==> src/video_pkg.sv <==
package video_pkg;

    ////////////////////////////////////////////////////////////////////////////
    // CPU side buses
    ////////////////////////////////////////////////////////////////////////////

    // I/O register access, one per cycle
    typedef struct packed {
        logic [3:0] addr;
        logic [7:0] wrdata;
        logic       wren;
    } io_req_t;

    // Text or char RAM access
    typedef struct packed {
        logic [10:0] addr;
        logic [7:0]  wrdata;
        logic        wren;
    } ram_req_t;

    ////////////////////////////////////////////////////////////////////////////
    // Raster and control
    ////////////////////////////////////////////////////////////////////////////

    typedef struct packed {
        logic [6:0] hpos;
        logic [5:0] vpos;
        logic       hsync;
        logic       vsync;
        logic       blank;       // Outside active area
        logic       vblank;
        logic       line_start;  // Single cycle at hpos 0
    } raster_t;

    // Decoded $E0
    typedef struct packed {
        logic text_enable;       // Bit 0
        logic tram_page;         // Bit 7
    } vctrl_t;

    typedef enum logic [3:0] {
        VCTRL    = 4'h0,
        VPALSEL  = 4'hA,
        VPALDATA = 4'hB,
        VLINE    = 4'hC,
        VIRQLINE = 4'hD,
        IRQMASK  = 4'hE,
        IRQSTAT  = 4'hF
    } io_reg_e;

    // Stages from raster position to colour index
    localparam int PIPE_DELAY = 3;

endpackage
==> src/palette.sv <==
`timescale 1ns/10ps

module palette import video_pkg::*; (
    input  logic        vclk,
    input  io_req_t     io,
    input  logic [4:0]  palsel,
    output logic [7:0]  rddata,
    input  logic [3:0]  palidx,
    output logic [11:0] rgb
);

    logic [11:0] pal_mem [16];     // {r, g, b}
    logic [3:0]  entry;
    logic        wr_en;

    assign entry = palsel[4:1];
    assign wr_en = io.wren && (io_reg_e'(io.addr) == VPALDATA);

    always_ff @(posedge vclk) begin
        if (wr_en) begin
            if (palsel[0])
                pal_mem[entry][11:8] <= io.wrdata[3:0];  // Red
            else
                pal_mem[entry][7:0]  <= io.wrdata;       // Green, blue
        end
    end

    // CPU readback of the selected byte
    assign rddata = palsel[0] ? {4'h0, pal_mem[entry][11:8]} : pal_mem[entry][7:0];

    // Pixel lookup
    assign rgb = pal_mem[palidx];

endmodule

==> config.mk <==
export PLATFORM = sky130hd
export DESIGN_NAME = palette
export DESIGN_NICKNAME = d
export VERILOG_FILES = /design/src/video_pkg.sv /design/src/palette.sv
export SDC_FILE = /design/constraint.sdc
export NUM_CORES = 1
export LEC_CHECK = 0
export BUFFER_PORTS_ARGS = -buffer_cell sky130_fd_sc_hd__buf_2
export CAP_MARGIN = 20
export CORE_ASPECT_RATIO = 2
export CORE_UTILIZATION = 55
export CTS_BUF_LIST = sky130_fd_sc_hd__clkbuf_8
export CTS_CLUSTER_SIZE = 14
export DETAILED_ROUTE_END_ITERATION = 8
export PLACE_DENSITY = 0.84
export SETUP_SLACK_MARGIN = 0.1
export SLEW_MARGIN = 25
export SYNTH_ARGS = -nofsm -noshare
export SYNTH_HDL_FRONTEND = slang
export SYNTH_SLANG_ARGS = --single-unit
==> constraint.sdc <==
create_clock -name vclk -period 4.7 [get_ports vclk]
set_input_delay 0.94 -clock vclk [delete_from_list [all_inputs] [get_ports vclk]]
set_output_delay 0.94 -clock vclk [all_outputs]
set_load 0.02 [all_outputs]
==> results.cfg <==
[status]
run_status = complete, no violations

[critical_path]
critPathCaptureType = output port
critPathMaxFanout = 24
cp-start-kind = primary input
setup_crit_path_kind = primary input to output port
critPathRequiredTime_ns = 3.76
arrival_ns = 3.23

[yosys]
number_of_nets_in_the_synthesized_netlist = 493
post_synth_main_area_contributors = sky130_fd_sc_hd__edfxtp_1 (63%), sky130_fd_sc_hd__mux4_2 (22%), sky130_fd_sc_hd__mux2i_1 (2.6%), sky130_fd_sc_hd__mux4_1 (1.7%), sky130_fd_sc_hd__nor2_1 (1.7%)
ys_warn_count = 0
syn-instance-count = 470
synth_cell_type_count = 28
yosysTopAreaCell = sky130_fd_sc_hd__edfxtp_1
syn-mean-instance-area_um2 = 19.4
synth_sequential_area_ratio = 0.632
synth_top_area_frac = 0.632
synth.cell_area_um2 = 9120
ys_seq_elements = 192

[routing]
drc = 0
antenna_violating_nets_post_route = 0
routed_wirelength_um = 22400
via_count = 5147
avgViaCountPerCell = 7.06
routedWlPerCell_um = 30.7
detail_route.iter0.violations = 609
drt_pre_antenna_iters = 5

[clock_tree]
clock_tree.htree_level_count = 4
path_clk_slew_ns = 0.10
cts_resizes = 0
numCtsBuffers = 17
cts_max_path_buffers = 2
clock_tree_from_tritoncts = done
cts_num_sinks = 192
hold_buffers = 0
post_cts_buffers = 0
root_buffer = sky130_fd_sc_hd__clkbuf_8

[timing]
finalHoldViolations = 0
fin_setup_tns_ns = 0
max_freq_mhz = 240
max_slew_headroom_at_the_worst_pin = 0.277
final.period_utilization = 0.887
rsz0062_at_grt = no
layout_min_cycle_time_ns = 4.17
fin_worst_hold_slack_ns = 0.846
worst_slew_pin_slew_ns = 1.08
timing.final.max_slew_violations = 0
setup_viol = 0

[cells_and_area]
finalCoreUtilization = 0.608
syn2layout_area_growth_pct = 8.44
antennaDiodeCount = 0
top_register = pal_mem
flip_flop_count_of_the_largest_register_after_layout = 192
nFillCells = 1119
largest_registers = pal_mem x192
fin_nets = 535
drive_gt1_frac = 0.341

[global_route]
grt_start_max_net_pins = 37
first_pass_grt_wire_length_um = 33300
first_global_vias = 5421
track_usage = 0.280
total_congestion_overflow_after_global_routing = 0
antenna_found_initial = 0

[pwr]
cellInternalPower_mw = 2.44
total_leakage_power_nw = 3.20
net-switching-power_mw = 0.785
worst_ir_drop_vdd_v = 0.000180
power.share.switching = 0.243
clk_pwr_share = 0.320
total_power_mw = 3.23
p_per_area_nw_per_um2 = 326
comb_power_share = 0.096
p_seq_frac = 0.584

[floorplan]
floorplan.die.height_um = 184
num_rows = 66
placeableCoreArea_um2 = 16300
floorplan.die.width_um = 93.0
initial_core_utilization = 0.560
top_level_ports = 43
dieArea_um2 = 17100

[flow_run]
timing.max_cap.violations = 0

[place]
gp_routability_congestion = 0.861
buffer_ports.inserted = 42
dp.final_hpwl_um = 15900

[worst_hold_path]
hold_path_class = primary input to register
[worst max-delay path, stage by stage]
cell,delay [ns]
sky130_fd_sc_hd__buf_2,0.56
sky130_fd_sc_hd__buf_4,0.42
sky130_fd_sc_hd__buf_4,0.22
sky130_fd_sc_hd__mux4_2,0.51
sky130_fd_sc_hd__nor2_1,0.12
sky130_fd_sc_hd__nor2_1,0.08
sky130_fd_sc_hd__o221a_1,0.20
sky130_fd_sc_hd__buf_2,0.16
[cells in the mapped netlist]
cell type	instances
sky130_fd_sc_hd__or3_1	6
sky130_fd_sc_hd__mux4_2	90
sky130_fd_sc_hd__nor3_1	4
sky130_fd_sc_hd__mux2_1	8
sky130_fd_sc_hd__nand2_1	15
sky130_fd_sc_hd__o22a_1	8
sky130_fd_sc_hd__inv_2	1
sky130_fd_sc_hd__nand2b_1	5
sky130_fd_sc_hd__buf_6	4
sky130_fd_sc_hd__a21oi_1	8
sky130_fd_sc_hd__buf_2	14
sky130_fd_sc_hd__clkbuf_1	11
sky130_fd_sc_hd__and2_1	4
sky130_fd_sc_hd__o221a_1	4
sky130_fd_sc_hd__inv_1	1
sky130_fd_sc_hd__nor2_1	42
sky130_fd_sc_hd__buf_12	1
sky130_fd_sc_hd__a21o_1	4
sky130_fd_sc_hd__nor2b_1	1
sky130_fd_sc_hd__edfxtp_1	192
sky130_fd_sc_hd__buf_4	4
sky130_fd_sc_hd__nand4_1	1
sky130_fd_sc_hd__mux4_1	6
sky130_fd_sc_hd__nand3_1	1
sky130_fd_sc_hd__and3b_1	1
sky130_fd_sc_hd__mux2i_1	24
sky130_fd_sc_hd__or2_1	2
sky130_fd_sc_hd__o221ai_1	8
[worst paths after layout]
check | startpoint | endpoint | cells past startpoint
worst max-delay path | palsel[2] | rddata[2] | 8
worst min-delay path | io[8] | pal_mem[4][7] | 1
[stage by stage]
step	cells	area (um^2)	setup WS [ns]
2_1_floorplan	470	9120	1.36
3_3_place_gp	697	9510	0.607
3_5_place_dp	697	9510	0.515
4_1_cts	729	9880	0.516
5_1_grt	729	9890	0.402
6_report	729	9890	0.529
[area by class of cell]
cell class,instances,area [um^2],share of cell area
sequential,192,5770,0.583
clock inverter,15,136,0.0138
multi-input combinational,242,3140,0.318
inverter,2,7.51,0.000759
timing repair buffer,57,348,0.0352
clock buffer,17,234,0.0237
tap,204,255,0.0258
[power groups by stage]
stage / sequential (mW) / clock [mW] / combinational (mW)
finish: 1.88 / 1.03 / 0.309
global placement: 1.92 / 0 / 0.301
detailed placement: 1.92 / 0 / 0.310
CTS: 1.88 / 1.04 / 0.311
floorplan: 1.92 / 0 / 0.207
global route: 1.88 / 1.10 / 0.325
[layer usage]
metal	share of wire	vias up	GRT usage
met5	0	-	0
met4	0.054	0	0.141
met3	0.073	78	0.0447
met2	0.57	354	0.520
met1	0.30	2634	0.301
li1	-	2081	-
[logic make-up (layout without fill, tap and decap cells)]
logic type / after synthesis / in the layout / share of synthesized area
compound gates: 32 / 32 / 0.0280
buf+inv: 36 / 91 / 0.0235
flops: 192 / 192 / 0.632
mux: 128 / 128 / 0.276
simple gates: 82 / 82 / 0.0402
[layout by cell type (no fill, tap or decap), drive strengths merged, types with 10 or more instances in the layout]
cell type	instances
buf	57
nor2	42
clkbuf	17
inv	10
edfxtp	192
mux2i	24
mux4	96
nand2	15
Note: power is estimated with default switching activity, not from simulation.
