`src/video_pkg.sv`:
```
package video_pkg;

    ////////////////////////////////////////////////////////////////////////////
    // CPU side buses
    ////////////////////////////////////////////////////////////////////////////

    // I/O register access, one per cycle
    typedef struct packed {
        logic [3:0] addr;
        logic [7:0] wrdata;
        logic       wren;
    } io_req_t;

    // Text or char RAM access
    typedef struct packed {
        logic [10:0] addr;
        logic [7:0]  wrdata;
        logic        wren;
    } ram_req_t;

    ////////////////////////////////////////////////////////////////////////////
    // Raster and control
    ////////////////////////////////////////////////////////////////////////////

    typedef struct packed {
        logic [6:0] hpos;
        logic [5:0] vpos;
        logic       hsync;
        logic       vsync;
        logic       blank;       // Outside active area
        logic       vblank;
        logic       line_start;  // Single cycle at hpos 0
    } raster_t;

    // Decoded $E0
    typedef struct packed {
        logic text_enable;       // Bit 0
        logic tram_page;         // Bit 7
    } vctrl_t;

    typedef enum logic [3:0] {
        VCTRL    = 4'h0,
        VPALSEL  = 4'hA,
        VPALDATA = 4'hB,
        VLINE    = 4'hC,
        VIRQLINE = 4'hD,
        IRQMASK  = 4'hE,
        IRQSTAT  = 4'hF
    } io_reg_e;

    // Stages from raster position to colour index
    localparam int PIPE_DELAY = 3;

endpackage
```
`src/video_timing.sv`:
```
`timescale 1ns/10ps

module video_timing import video_pkg::*; #(
    parameter int H_ACTIVE     = 64,
    parameter int H_TOTAL      = 80,
    parameter int H_SYNC_START = 68,
    parameter int H_SYNC_END   = 72,
    parameter int V_ACTIVE     = 32,
    parameter int V_TOTAL      = 40,
    parameter int V_SYNC_START = 34,
    parameter int V_SYNC_END   = 36
) (
    input  logic    vclk,
    input  logic    reset,
    output raster_t raster
);

    localparam logic [6:0] H_LAST   = 7'(H_TOTAL - 1);
    localparam logic [6:0] H_ACT    = 7'(H_ACTIVE);
    localparam logic [6:0] HS_START = 7'(H_SYNC_START);
    localparam logic [6:0] HS_END   = 7'(H_SYNC_END);
    localparam logic [5:0] V_LAST   = 6'(V_TOTAL - 1);
    localparam logic [5:0] V_ACT    = 6'(V_ACTIVE);
    localparam logic [5:0] VS_START = 6'(V_SYNC_START);
    localparam logic [5:0] VS_END   = 6'(V_SYNC_END);

    logic [6:0] hpos;
    logic [5:0] vpos;
    logic       hlast;

    assign hlast = (hpos == H_LAST);

    always_ff @(posedge vclk or posedge reset) begin
        if (reset) begin
            hpos <= '0;
            vpos <= '0;
        end else begin
            hpos <= hlast ? 7'd0 : hpos + 7'd1;
            if (hlast)
                vpos <= (vpos == V_LAST) ? 6'd0 : vpos + 6'd1;  // Step line at wrap
        end
    end

    always_comb begin
        raster.hpos       = hpos;
        raster.vpos       = vpos;
        raster.hsync      = (hpos >= HS_START) && (hpos < HS_END);
        raster.vsync      = (vpos >= VS_START) && (vpos < VS_END);
        raster.vblank     = (vpos >= V_ACT);
        raster.blank      = (hpos >= H_ACT) || raster.vblank;
        raster.line_start = (hpos == 7'd0);
    end

    // Counters stay inside the frame
    assert property (@(posedge vclk) disable iff (reset) (hpos <= H_LAST) && (vpos <= V_LAST));

endmodule

```
`config.mk`:
```
export PLATFORM = sky130hd
export DESIGN_NAME = video_timing
export DESIGN_NICKNAME = d
export VERILOG_FILES = /design/src/video_pkg.sv /design/src/video_timing.sv
export SDC_FILE = /design/constraint.sdc
export NUM_CORES = 1
export LEC_CHECK = 0
export BUFFER_PORTS_ARGS = -buffer_cell sky130_fd_sc_hd__buf_2
export CAP_MARGIN = 10
export CORE_UTILIZATION = 50
export DETAILED_ROUTE_END_ITERATION = 8
export HOLD_SLACK_MARGIN = 0.12
export PLACE_DENSITY_LB_ADDON = 0.15
export SKIP_CTS_REPAIR_TIMING = 1
export SLEW_MARGIN = 20
export SYNTH_ARGS = -nofsm -noshare
export SYNTH_HDL_FRONTEND = slang
export SYNTH_SLANG_ARGS = --single-unit
```
`constraint.sdc`:
```
create_clock -name vclk -period 4.9 [get_ports vclk]
set_clock_uncertainty 0.2 [all_clocks]
set_input_delay 0.98 -clock vclk [delete_from_list [all_inputs] [get_ports vclk]]
set_output_delay 0.98 -clock vclk [all_outputs]
set_load 0.1 [all_outputs]
```
==> impl_metrics.toml <==
[sta]
maxClockFrequency_mhz = 363.7
fin_setup_tns_ns = 0
fin_crit_ns = 2.750
fin_crit_sh_pct = 56.12
tightest_slew_ns = 0.5394
finalSetupViolCount = 0
relSlewSlack_pct = 64.00
rsz0062_at_grt = "false"
slew_viol_final = 0
hold_viol = 0

[floorplan]
die-area_um2 = 1616
die_h_um = 40.20
initial_utilization_pct = 54.69
core-area_um2 = 1334
rows = 13
ios = 20
die_x_um = 40.20

[synth]
synth-compound-area-share_pct = 4.803
ys_seq_elements = 13
synth_top_family_by_area = "simple AND/OR/NAND/NOR gates"
ys.warnings.count = 0
syn_nets = 76
synth_fa_ha_area_share_pct = 8.576
synth_edf_count = 0
synth_area_um2 = 729.5
synthSimpleGateAreaFrac_pct = 27.62
syn_inst = 69
postSynthAreaPerCell_um2 = 10.57
synthFlopType = "dfrtp_1"
synthArstFlopShare_pct = 100.0
synth_xor_area_share_pct = 8.233
seq_area_frac_synth_pct = 44.60
synthDistinctLibCells = 26
synthMuxAreaShare_pct = 1.544

[clock_tree]
cts_tree = "yes"
clock_latency_ns = 0.27
cts_buffers = 3
cts_max_level = 1
cts-root-buf = "clkbuf_4"
clock-sinks = 13
path_clk_slew_ns = 0.08
cts_max_path_buffers = 2

[routing]
num_vias = 543
final_antenna_net_count = 0
dr.pass1.iters = 4
wl_per_cell_um = 11.41
routed_via_density = 5.171
drc = 0
drt-total-wl_mm = 1.198
drt_iter0_markers = 4

[pwr]
p_per_area_nw_per_um2 = 203.5
max-vdd-ir-drop_uv = 207.4
p_leak_nw = 0.4858

[global_route]
grt_pass1_vias = 444
grt_usage_pct = 18.90
gr-total-overflow = 0
grt_pass1_wl_mm = 1.897
grt_max_degree = 14
grt_antenna_before_repair = 0

[critical_path]
path_cells = "nor2_1, nand2_1, nor3_1, buf_2"
crit_required_ns = 3.72
critPathArrivalTime_ns = 1.57
endpoint_kind = "primary output"
crit_fanout = 7
path_class = "flop to primary output"
cp-start-kind = "flop"
reg2reg_depth = 5
reg2reg_to = "vpos[3]$_DFFE_PP0N_"
r2r_start = "hpos[0]$_DFF_PP0_"
r2r_slack_ns = 2.86
slowest_delay_ns = 0.46
cp_slowest_cell = "dfrtp_1"

[cells_and_area]
diodes = 0
utilization_pct = 64.07
mostFrequentLayoutCells = "19 x buf_2, 13 x dfrtp_1, 7 x nor2_1"
mostFrequentLayoutCell = "buf_2"
drive_gt1_share_pct = 32.22
fin_nets = 98
synthToLayoutAreaGrowth_pct = 17.15

[placement]
dp_hpwl_um = 890
routabilityCongestion = 0.7448
io_buffers = 19

[outcome]
status = "finished clean"

[min_path]
hp-class = "flop to flop"
whs_path_depth = 1
hold-path-endpoint = "hpos[0]$_DFF_PP0_"
hp-start = "hpos[0]$_DFF_PP0_"

[run]
cap_violations = 0
[state kept, by name (all words and copies together) (netlist names)]
name	flops
hpos	7
vpos	6
[kinds of logic (layout without fill, tap and decap cells)]
| kind of cell | Yosys count | count (layout) |
|---|---|---|
| adder cells (fa/ha/maj) | 5 | 5 |
| buffers and inverters | 7 | 28 |
| flip-flops | 13 | 13 |
| AND/OR/NAND/NOR | 31 | 31 |
| multiplexers | 1 | 1 |
| AO/OA/AOI/OAI | 6 | 6 |
| XOR/XNOR | 6 | 6 |
[per-stage QoR]
step	cell area [um^2]	instances	power [mW]	hold WS [ns]	setup WS, ns
after floorplan	729.5	69	0.1109	0.6570	0.3727
after global placement	828.3	101	0.1118	0.3152	2.472
after detailed placement	828.3	101	0.1119	0.3295	2.436
after CTS	854.6	105	0.1776	0.3421	2.132
after global routing	854.6	105	0.1841	0.3641	2.032
final	854.6	105	0.1739	0.3290	2.150
[synthesized netlist by cell type, types with 2 or more instances]
master,instances,share of area (%)
xor2_1,3,3.6
o21ai_0,4,2.7
nor2_1,7,3.6
nor2b_1,3,2.6
nand2_1,6,3.1
dfrtp_1,13,45
ha_1,5,8.6
inv_1,5,2.6
and3_1,2,1.7
nand3_1,4,2.7
xnor2_1,2,2.4
[final cells by class]
class | count | area, um^2
fill | 118 | 479.2
multi-input combinational | 49 | 370.4
sequential | 13 | 325.3
timing repair buffer | 19 | 95.09
clock buffer | 4 | 26.28
inverter | 5 | 18.77
tap | 15 | 18.77
[where the power goes]
part / total, mW / internal (mW) / leakage, nW / switching (mW)
clock network: 0.0643 / 0.0315 / 0.0150 / 0.0328
logic: 0.00243 / 0.000325 / 0.304 / 0.00210
registers: 0.107 / 0.107 / 0.167 / 0
total: 0.174 / 0.139 / 0.486 / 0.0349
[per-layer routing]
layer / share of wire, % / GRT usage [%] / vias to the layer above
met5: 0 / 0 / -
met4: 1.2 / 7.500 / 0
met3: 3.9 / 10.00 / 2
met2: 47 / 27.02 / 13
met1: 48 / 23.86 / 251
li1: - / - / 277
[worst max-delay path by stage]
| stage | start | endpoint | slack, ns | cells after the start |
|---|---|---|---|---|
| finish | vpos[3]$_DFFE_PP0N_ | raster[3] | 2.15 | 4 |
| global route | vpos[0]$_DFFE_PP0N_ | raster[3] | 2.03 | 5 |
| CTS | vpos[3]$_DFFE_PP0N_ | raster[3] | 2.13 | 4 |
| detailed placement | vpos[3]$_DFFE_PP0N_ | raster[3] | 2.44 | 4 |
| global placement | vpos[3]$_DFFE_PP0N_ | raster[3] | 2.47 | 4 |
| floorplan | vpos[1]$_DFFE_PP0N_ | raster[3] | 0.37 | 3 |
[worst max-delay path, delay by kind of cell, from the launching register on]
kind / cells / cell delay, ns
flops: 1 / 0.46
buf+inv: 1 / 0.44
simple gates: 3 / 0.39
Power figures use the tool's default switching activity.
