===== src/video_pkg.sv =====
package video_pkg;

    ////////////////////////////////////////////////////////////////////////////
    // CPU side buses
    ////////////////////////////////////////////////////////////////////////////

    // I/O register access, one per cycle
    typedef struct packed {
        logic [3:0] addr;
        logic [7:0] wrdata;
        logic       wren;
    } io_req_t;

    // Text or char RAM access
    typedef struct packed {
        logic [10:0] addr;
        logic [7:0]  wrdata;
        logic        wren;
    } ram_req_t;

    ////////////////////////////////////////////////////////////////////////////
    // Raster and control
    ////////////////////////////////////////////////////////////////////////////

    typedef struct packed {
        logic [6:0] hpos;
        logic [5:0] vpos;
        logic       hsync;
        logic       vsync;
        logic       blank;       // Outside active area
        logic       vblank;
        logic       line_start;  // Single cycle at hpos 0
    } raster_t;

    // Decoded $E0
    typedef struct packed {
        logic text_enable;       // Bit 0
        logic tram_page;         // Bit 7
    } vctrl_t;

    typedef enum logic [3:0] {
        VCTRL    = 4'h0,
        VPALSEL  = 4'hA,
        VPALDATA = 4'hB,
        VLINE    = 4'hC,
        VIRQLINE = 4'hD,
        IRQMASK  = 4'hE,
        IRQSTAT  = 4'hF
    } io_reg_e;

    // Stages from raster position to colour index
    localparam int PIPE_DELAY = 3;

endpackage

===== src/video_regs.sv =====
`timescale 1ns/10ps

module video_regs import video_pkg::*; (
    input  logic       vclk,
    input  logic       reset,
    input  io_req_t    io,
    output logic [7:0] io_rddata,
    input  raster_t    raster,
    output vctrl_t     vctrl,
    output logic [4:0] palsel,
    input  logic [7:0] palette_rddata,
    output logic       irq
);

    io_reg_e    sel;
    logic [7:0] virqline;
    logic [1:0] irqmask;    // Bit 0 line, bit 1 vblank
    logic [1:0] irqstat;
    logic [1:0] irq_set;
    logic [1:0] irq_clr;
    logic       vblank_q;

    assign sel = io_reg_e'(io.addr);

    ////////////////////////////////////////////////////////////////////////////
    // Interrupt sources
    ////////////////////////////////////////////////////////////////////////////
    assign irq_set[0] = raster.line_start && ({2'b00, raster.vpos} == virqline);
    assign irq_set[1] = raster.vblank && !vblank_q;    // Rising edge of vblank
    assign irq_clr    = (io.wren && sel == IRQSTAT) ? io.wrdata[1:0] : 2'b00;
    assign irq        = |(irqstat & irqmask);

    ////////////////////////////////////////////////////////////////////////////
    // Register writes
    ////////////////////////////////////////////////////////////////////////////
    always_ff @(posedge vclk or posedge reset) begin
        if (reset) begin
            vctrl    <= '0;
            palsel   <= '0;
            virqline <= '0;
            irqmask  <= '0;
            irqstat  <= '0;
            vblank_q <= 1'b0;
        end else begin
            vblank_q <= raster.vblank;

            // Write-one-to-clear, a new event wins
            irqstat <= (irqstat & ~irq_clr) | irq_set;

            if (io.wren) begin
                case (sel)
                    VCTRL: begin
                        vctrl.tram_page   <= io.wrdata[7];
                        vctrl.text_enable <= io.wrdata[0];
                    end
                    VPALSEL:  palsel   <= io.wrdata[4:0];
                    VIRQLINE: virqline <= io.wrdata;
                    IRQMASK:  irqmask  <= io.wrdata[1:0];
                    default: ;
                endcase
            end
        end
    end

    // Read mux
    always_comb begin
        case (sel)
            VCTRL:    io_rddata = {vctrl.tram_page, 6'b0, vctrl.text_enable};
            VPALSEL:  io_rddata = {3'b0, palsel};
            VPALDATA: io_rddata = palette_rddata;      // Through palette
            VLINE:    io_rddata = {2'b0, raster.vpos};
            VIRQLINE: io_rddata = virqline;
            IRQMASK:  io_rddata = {6'b0, irqmask};
            IRQSTAT:  io_rddata = {6'b0, irqstat};
            default:  io_rddata = 8'h00;
        endcase
    end

    // Masked sources never reach the CPU
    assert property (@(posedge vclk) disable iff (reset) (irqmask == 2'b00) |-> !irq);

endmodule


===== config.mk =====
export PLATFORM = sky130hd
export DESIGN_NAME = video_regs
export DESIGN_NICKNAME = d
export VERILOG_FILES = /design/src/video_pkg.sv /design/src/video_regs.sv
export SDC_FILE = /design/constraint.sdc
export NUM_CORES = 1
export LEC_CHECK = 0
export ABC_AREA = 1
export BUFFER_PORTS_ARGS = -buffer_cell sky130_fd_sc_hd__buf_2
export CAP_MARGIN = 15
export CORE_MARGIN = 2
export CORE_UTILIZATION = 48
export CTS_BUF_LIST = sky130_fd_sc_hd__clkbuf_4
export CTS_CLUSTER_SIZE = 14
export DETAILED_ROUTE_END_ITERATION = 8
export PLACE_DENSITY = 0.85
export SETUP_SLACK_MARGIN = 0.4
export SLEW_MARGIN = 40
export SYNTH_ARGS = -nofsm -noshare
export SYNTH_HDL_FRONTEND = slang
export SYNTH_SLANG_ARGS = --single-unit

===== constraint.sdc =====
create_clock -name vclk -period 1.1 [get_ports vclk]
set_clock_uncertainty 0.1 [all_clocks]
set_input_delay 0.055 -clock vclk [delete_from_list [all_inputs] [get_ports vclk]]
set_output_delay 0.055 -clock vclk [all_outputs]
set_load 0.005 [all_outputs]

==> results.py, run 1 <==
metrics = {
    "timing": {
        "setup_viol": 13,
        "max_freq_ghz": 0.755,
        "min_period_over_period_pct": 120,
        "timing.hold.ws_ns": -0.106,
        "slew_headroom_pct": 81.7,
        "layout_min_cycle_time_ns": 1.32,
        "finalMaxSlewViolations": 0,
        "fin_setup_tns_ns": -0.919,
        "rsz0062_at_grt": "true",
        "tightest_slew_ns": 0.275,
        "hold_viol": 14,
        "worst_slack_ns": -0.224,
    },
    "route": {
        "drtPass1Iterations": 4,
        "wl_per_cell_um": 14.9,
        "first_iter_violations": 48,
        "antenna_left": 0,
        "remaining_drc_errors": 0,
        "routed_via_density": 5.44,
        "vias": 1534,
        "drt_wl_total_um": 4210,
    },
    "cells_and_area": {
        "drive_above_1_share_pct": 47.6,
        "final_common_cell": "nand2_1",
        "stdcell_count": 282,
        "fin_area_mm2": 0.00199,
        "nNetsFinal": 294,
        "fin_util_pct": 81.2,
        "n_antenna_cell": 0,
        "area_delta_synth_final_pct": 61.1,
        "layout.cells.most_common_list": "nand2_1 (50), buf_2 (38), buf_6 (25), inv_1 (21), dfrtp_1 (20)",
    },
    "floorplanning": {
        "start_util_pct": 50.4,
        "pin_count": 57,
        "die_area_mm2": 0.00300,
        "die_height_um": 54.8,
        "core_area_mm2": 0.00245,
        "dieWidth_um": 54.8,
        "rows": 18,
    },
    "placed_design": {
        "gp_congestion": 0.846,
        "dp_slack_ns": -0.0279,
        "dp.final_hpwl_um": 2390,
        "placedCellCount": 254,
        "dpl_cell_area_mm2": 0.00158,
        "io_buffers": 46,
    },
    "power": {
        "comb_power_share_pct": 45.3,
        "peakVddDrop_mv": 1.19,
        "p_switching_mw": 0.852,
        "total_power_mw": 2.50,
        "leakagePower_nw": 1.06,
        "powerDensity_mw_per_mm2": 1250,
        "switching_share_pct": 34.1,
        "internal_power_mw": 1.65,
        "pwr-share-seq_pct": 40.2,
        "pwr-share-clk_pct": 14.5,
    },
    "clocking": {
        "numCtsBuffers": 3,
        "clk_latency_ns": 0.31,
        "clk_pin_slew_ns": 0.11,
        "cts_max_level": 1,
        "tritoncts": "yes",
        "clockBufferDepth": 2,
        "cts_sinks": 20,
        "root_buffer": "clkbuf_4",
    },
    "outcome": {
        "status": "finished, violations left",
        "failed_checks": "hold timing, setup timing",
    },
    "global_routing": {
        "overflow": 0,
        "first_global_vias": 1318,
        "grt_max_degree": 21,
        "grt_usage_pct": 28.4,
        "grt_pass1_wl_um": 5880,
        "antenna_found_initial": 0,
    },
    "synthesis": {
        "syn_nets": 217,
        "ys_ff_latch": 20,
        "synth_top_cell_area_share_pct": 40.4,
        "netlist_top_cells_area": "dfrtp_1 (40%), nand2_1 (20%), inv_1 (7.6%)",
        "synth_edf_count": 0,
        "synthesis.area_mm2": 0.00124,
        "synth_cells": 176,
        "yosysSeqAreaShare_pct": 40.4,
        "netlist.top_cell.by_area": "dfrtp_1",
        "synth_area_per_cell_um2": 7.03,
        "yosysWarnings": 0,
        "yosysUniqueCellTypes": 25,
        "synthFlopType": "dfrtp_1",
        "async_flop_share_pct": 100,
    },
    "setup_path": {
        "path_common_cell": "nand2_1",
        "crit_required_ns": 0.94,
        "slowest_delay_ns": 0.42,
        "crit_arrival_ns": 1.17,
        "r2r_cells": 6,
        "worstSetupPathType": "flop to output port",
        "crit_path_end_kind": "output port",
        "r2r_slack_ns": -0.04,
        "crit_slowest_cell": "dfrtp_1",
        "cp_max_fo": 3,
        "worstSetupEndpoint": "io_rddata[0]",
        "start_kind": "flop",
        "reg2reg_from": "virqline[5]",
        "cp_cell_sequence": "nand2_1, o21ai_1, nor2_1, nand2_1, buf_2",
        "rr_endpoint": "irqstat[0]",
        "critPathLaunch": "irqstat[0]",
    },
    "run": {
        "drv_cap": 0,
    },
    "worst_hold_path": {
        "hold_class": "primary input to flop",
    },
}
[power groups by stage]
| stage | combinational (mW) | clock (mW) | sequential (mW) |
|---|---|---|---|
| 2_1_floorplan | 0.333 | 0 | 1.00 |
| 3_3_place_gp | 0.537 | 0 | 1.02 |
| 3_5_place_dp | 0.554 | 0 | 1.02 |
| 4_1_cts | 0.902 | 0.351 | 0.991 |
| 5_1_grt | 1.22 | 0.397 | 1.02 |
| 6_report | 1.13 | 0.363 | 1.00 |
[worst max-delay path, delay by kind of cell, from the launching register on]
kind	cells	cell delay [ns]
and+or+nand+nor	3	0.24
AOI/OAI and AO/OA	1	0.08
DFF	1	0.42
buffers and inverters	1	0.12
[final cells by class]
| type | count | area (um^2) |
|---|---|---|
| Timing Repair Buffer | 74 | 562 |
| Inverter | 27 | 119 |
| Multi-Input combinational cell | 127 | 748 |
| Sequential cell | 20 | 500 |
| Clock buffer | 3 | 22.5 |
| Tap cell | 30 | 37.5 |
| Clock inverter | 1 | 3.75 |
| Fill cell | 154 | 462 |
[worst min-delay path by stage]
stage | from | endpoint | slack (ns) | depth (start not counted)
finish | io[1] | vctrl[1] | -0.11 | 3
global route | io[1] | vctrl[1] | -0.09 | 3
CTS | io[1] | vctrl[1] | -0.11 | 3
detailed placement | reset | palsel[4] | -0.009 | 3
global placement | reset | palsel[4] | -0.01 | 3
floorplan | reset | irqmask[0] | -0.08 | 1
[state kept, by name, indices dropped and copies added (netlist names)]
register and flops:
virqline 8, palsel 5, irqmask 2, irqstat 2, vctrl 2, vblank_q 1
[cell families (layout without fill, tap and decap cells)]
kind of cell,count (synthesis),count (layout),share of synthesized area [%]
simple gates,102,102,37.4
buf+inv,29,105,9.71
compound gates,25,25,12.4
flops,20,20,40.4
[cell usage after synthesis, types with 2 or more instances]
library cell,count
nand2_1,66
inv_1,25
dfrtp_1,20
o21ai_0,12
nand3_1,11
nor2_1,11
o21ai_1,5
o21ai_2,5
nand4_1,3
nand2_4,2
nor2_2,2
[repair_timing]
action | CTS | global route
gates cloned | 0 | 0
pin swaps | 21 | 13
gates resized for setup | 31 | 26
hold endpoints to repair | 38 | 12
buffers inserted | 15 | 6
endpoints found under the setup margin | 35 | 35
hold buffers | 2 | 1
[metal layers]
layer | up-vias | track usage [%] | part of all wire [%]
met5 | - | 0 | 0
met4 | 0 | 18.3 | 4.5
met3 | 19 | 3.28 | 6.6
met2 | 78 | 44.8 | 50
met1 | 724 | 36.6 | 39
li1 | 713 | - | -
No activity file was read; power rests on OpenSTA's default activity.
==> run 2, diff against run 1 <==
--- a/config.mk
+++ b/config.mk
@@ -9,11 +9,11 @@
 export BUFFER_PORTS_ARGS = -buffer_cell sky130_fd_sc_hd__buf_2
 export CAP_MARGIN = 15
 export CORE_MARGIN = 2
-export CORE_UTILIZATION = 48
+export CORE_UTILIZATION = 50
 export CTS_BUF_LIST = sky130_fd_sc_hd__clkbuf_4
 export CTS_CLUSTER_SIZE = 14
 export DETAILED_ROUTE_END_ITERATION = 8
-export PLACE_DENSITY = 0.85
+export PLACE_DENSITY = 0.88
 export SETUP_SLACK_MARGIN = 0.4
 export SLEW_MARGIN = 40
 export SYNTH_ARGS = -nofsm -noshare
==> constraint.sdc (replaced) <==
create_clock -name vclk -period 1.6 [get_ports vclk]
set_clock_uncertainty 0.1 [all_clocks]
set_input_delay 0.08 -clock vclk [delete_from_list [all_inputs] [get_ports vclk]]
set_output_delay 0.08 -clock vclk [all_outputs]
set_load 0.005 [all_outputs]
==> results.py, run 2 (synthesis gave the netlist of run 1 again) <==
metrics = {
    "placed_design": {
        "io_buffers": 46,
        "dp.final_hpwl_um": 2270,
        "dp_slack_ns": 0.417,
        "placedCellCount": 252,
        "gp_congestion": 0.844,
    },
    "timing": {
        "max_freq_ghz": 0.757,
        "layout_min_cycle_time_ns": 1.32,
        "tightest_slew_ns": 0.420,
        "slew_headroom_pct": 72.0,
        "min_period_over_period_pct": 82.5,
        "rsz0062_at_grt": "true",
        "hold_viol": 0,
        "worst_slack_ns": 0.279,
        "setup_viol": 0,
        "finalMaxSlewViolations": 0,
        "fin_setup_tns_ns": 0,
    },
    "global_routing": {
        "first_global_vias": 1155,
        "grt_max_degree": 21,
        "gr-usage-met3_pct": 2.22,
        "grt_usage_pct": 24.7,
        "grt.busiest_layer": "met2",
        "overflow": 0,
        "grt_use_met1_pct": 32.6,
        "met2_usage_pct": 41.7,
        "grt_pass1_wl_um": 5070,
        "antenna_found_initial": 0,
    },
    "power": {
        "powerDensity_mw_per_mm2": 824,
        "switching_share_pct": 33.5,
        "leakagePower_nw": 0.999,
        "total_power_mw": 1.44,
        "internal_power_mw": 0.958,
        "peakVddDrop_mv": 0.658,
        "pwr-share-clk_pct": 17.4,
        "comb_power_share_pct": 35.0,
        "pwr-share-seq_pct": 47.6,
        "p_switching_mw": 0.481,
    },
    "clocking": {
        "clockBufferDepth": 2,
        "cts_sinks": 20,
        "root_buffer": "clkbuf_4",
        "cts_max_level": 1,
        "clk_latency_ns": 0.31,
        "numCtsBuffers": 3,
        "tritoncts": "yes",
        "clk_pin_slew_ns": 0.11,
    },
    "floorplanning": {
        "dieWidth_um": 53.8,
        "rows": 18,
        "start_util_pct": 51.3,
        "die_height_um": 53.8,
        "pin_count": 57,
        "die_area_mm2": 0.00289,
        "core_area_mm2": 0.00241,
    },
    "setup_path": {
        "crit_path_end_kind": "output port",
        "rr_endpoint": "irqstat[0]",
        "r2r_cells": 6,
        "worstSetupPathType": "flop to output port",
        "cp_max_fo": 3,
        "reg2reg_from": "virqline[3]",
        "crit_required_ns": 1.42,
        "r2r_slack_ns": 0.48,
        "start_kind": "flop",
        "crit_arrival_ns": 1.14,
    },
    "run": {
        "drv_cap": 0,
    },
    "outcome": {
        "status": "completed",
    },
    "cells_and_area": {
        "largest_register": "virqline",
        "largest_register_ffs": 8,
        "drive_above_1_share_pct": 33.7,
        "final_common_cell": "nand2_1",
        "area_delta_synth_final_pct": 41.1,
        "fin_util_pct": 72.4,
        "stdcell_count": 279,
        "nNetsFinal": 292,
        "layout.cells.most_common_list": "nand2_1 (65), buf_2 (46), inv_1 (24), dfrtp_1 (20), buf_4 (15)",
        "n_antenna_cell": 0,
        "reg_top3": "virqline (8), palsel (5)",
    },
    "worst_hold_path": {
        "min-delay-start": "io[0]",
        "holdPathStages": 3,
        "min_to": "virqline[7]",
        "hold_class": "primary input to flop",
    },
    "route": {
        "remaining_drc_errors": 0,
        "drt_wl_total_um": 3440,
        "drtPass1Iterations": 4,
        "antenna_left": 0,
        "routed_via_density": 5.06,
        "wl_per_cell_um": 12.3,
        "vias": 1411,
        "first_iter_violations": 44,
    },
}
==> run 2: cell types whose count changed in the layout (fill, tap and decap cells not counted), moves of 4 or more <==
cell / before / now
nand2_2: 14 / 2
nand2_1: 50 / 65
buf_4: 8 / 15
buf_2: 38 / 46
o21ai_2: 10 / 5
buf_6: 25 / 1
o21ai_0: 1 / 9
dlygate4sd3_1: 3 / 10
nor2_4: 4 / 0
==> run 2: worst max-delay path, stage by stage, from the launching register on <==
cell and delay [ns]:
dfrtp_1 0.42, nand2_1 0.07, o21ai_1 0.07, nor2_1 0.09, nand2_1 0.06, buf_2 0.12
==> run 2: what timing repair did <==
| item | 4_1_cts | 5_1_grt |
|---|---|---|
| endpoints found under the hold margin | 36 | 0 |
| hold buffers | 10 | 0 |
| pin swaps | 11 | 8 |
| setup buffers | 10 | 4 |
| resized for setup | 3 | 5 |
| endpoints found under the setup margin | 7 | 9 |
==> run 2: power groups by stage <==
stage / registers (mW) / logic [mW] / clock network [mW]
6_report: 0.685 / 0.504 / 0.250
4_1_cts: 0.675 / 0.473 / 0.249
5_1_grt: 0.694 / 0.562 / 0.265
2_1_floorplan: 0.686 / 0.213 / 0
3_3_place_gp: 0.699 / 0.346 / 0
3_5_place_dp: 0.703 / 0.357 / 0
==> run 2: final cells by class <==
type	instances	area (um^2)
Multi-Input combinational cell	127	627
Tap cell	30	37.5
Timing Repair Buffer	72	454
Fill cell	202	664
Clock buffer	3	22.5
Sequential cell	20	500
Inverter	27	104
==> run 2: per-stage QoR <==
| stage | hold WS, ns | instance area, um^2 |
|---|---|---|
| after global routing | 0.0266 | 1750 |
| after detailed placement | 0.0160 | 1500 |
| final | 0.0252 | 1750 |
| after CTS | 0.00667 | 1700 |
| after floorplan | -0.0562 | 1240 |
| after global placement | 0.0104 | 1500 |
==> run 2: worst max-delay path by stage <==
stage	end	cells after the start	slack, ns	from
2_1_floorplan	palsel[0]	5	0.64	io[12]
3_3_place_gp	io_rddata[0]	7	0.42	io[9]
3_5_place_dp	io_rddata[0]	7	0.42	io[9]
4_1_cts	io_rddata[0]	5	0.28	irqmask[0]
5_1_grt	io_rddata[0]	5	0.22	irqmask[0]
6_report	io_rddata[1]	5	0.28	irqstat[1]
==> run 2: layer usage <==
| metal | part of all wire, % | vias to the layer above | wire, um |
|---|---|---|---|
| met5 | 0 | - | 0 |
| met4 | 1.2 | 0 | 42 |
| met3 | 6.8 | 4 | 235 |
| met2 | 51 | 63 | 1750 |
| met1 | 41 | 640 | 1410 |
| li1 | - | 704 | - |
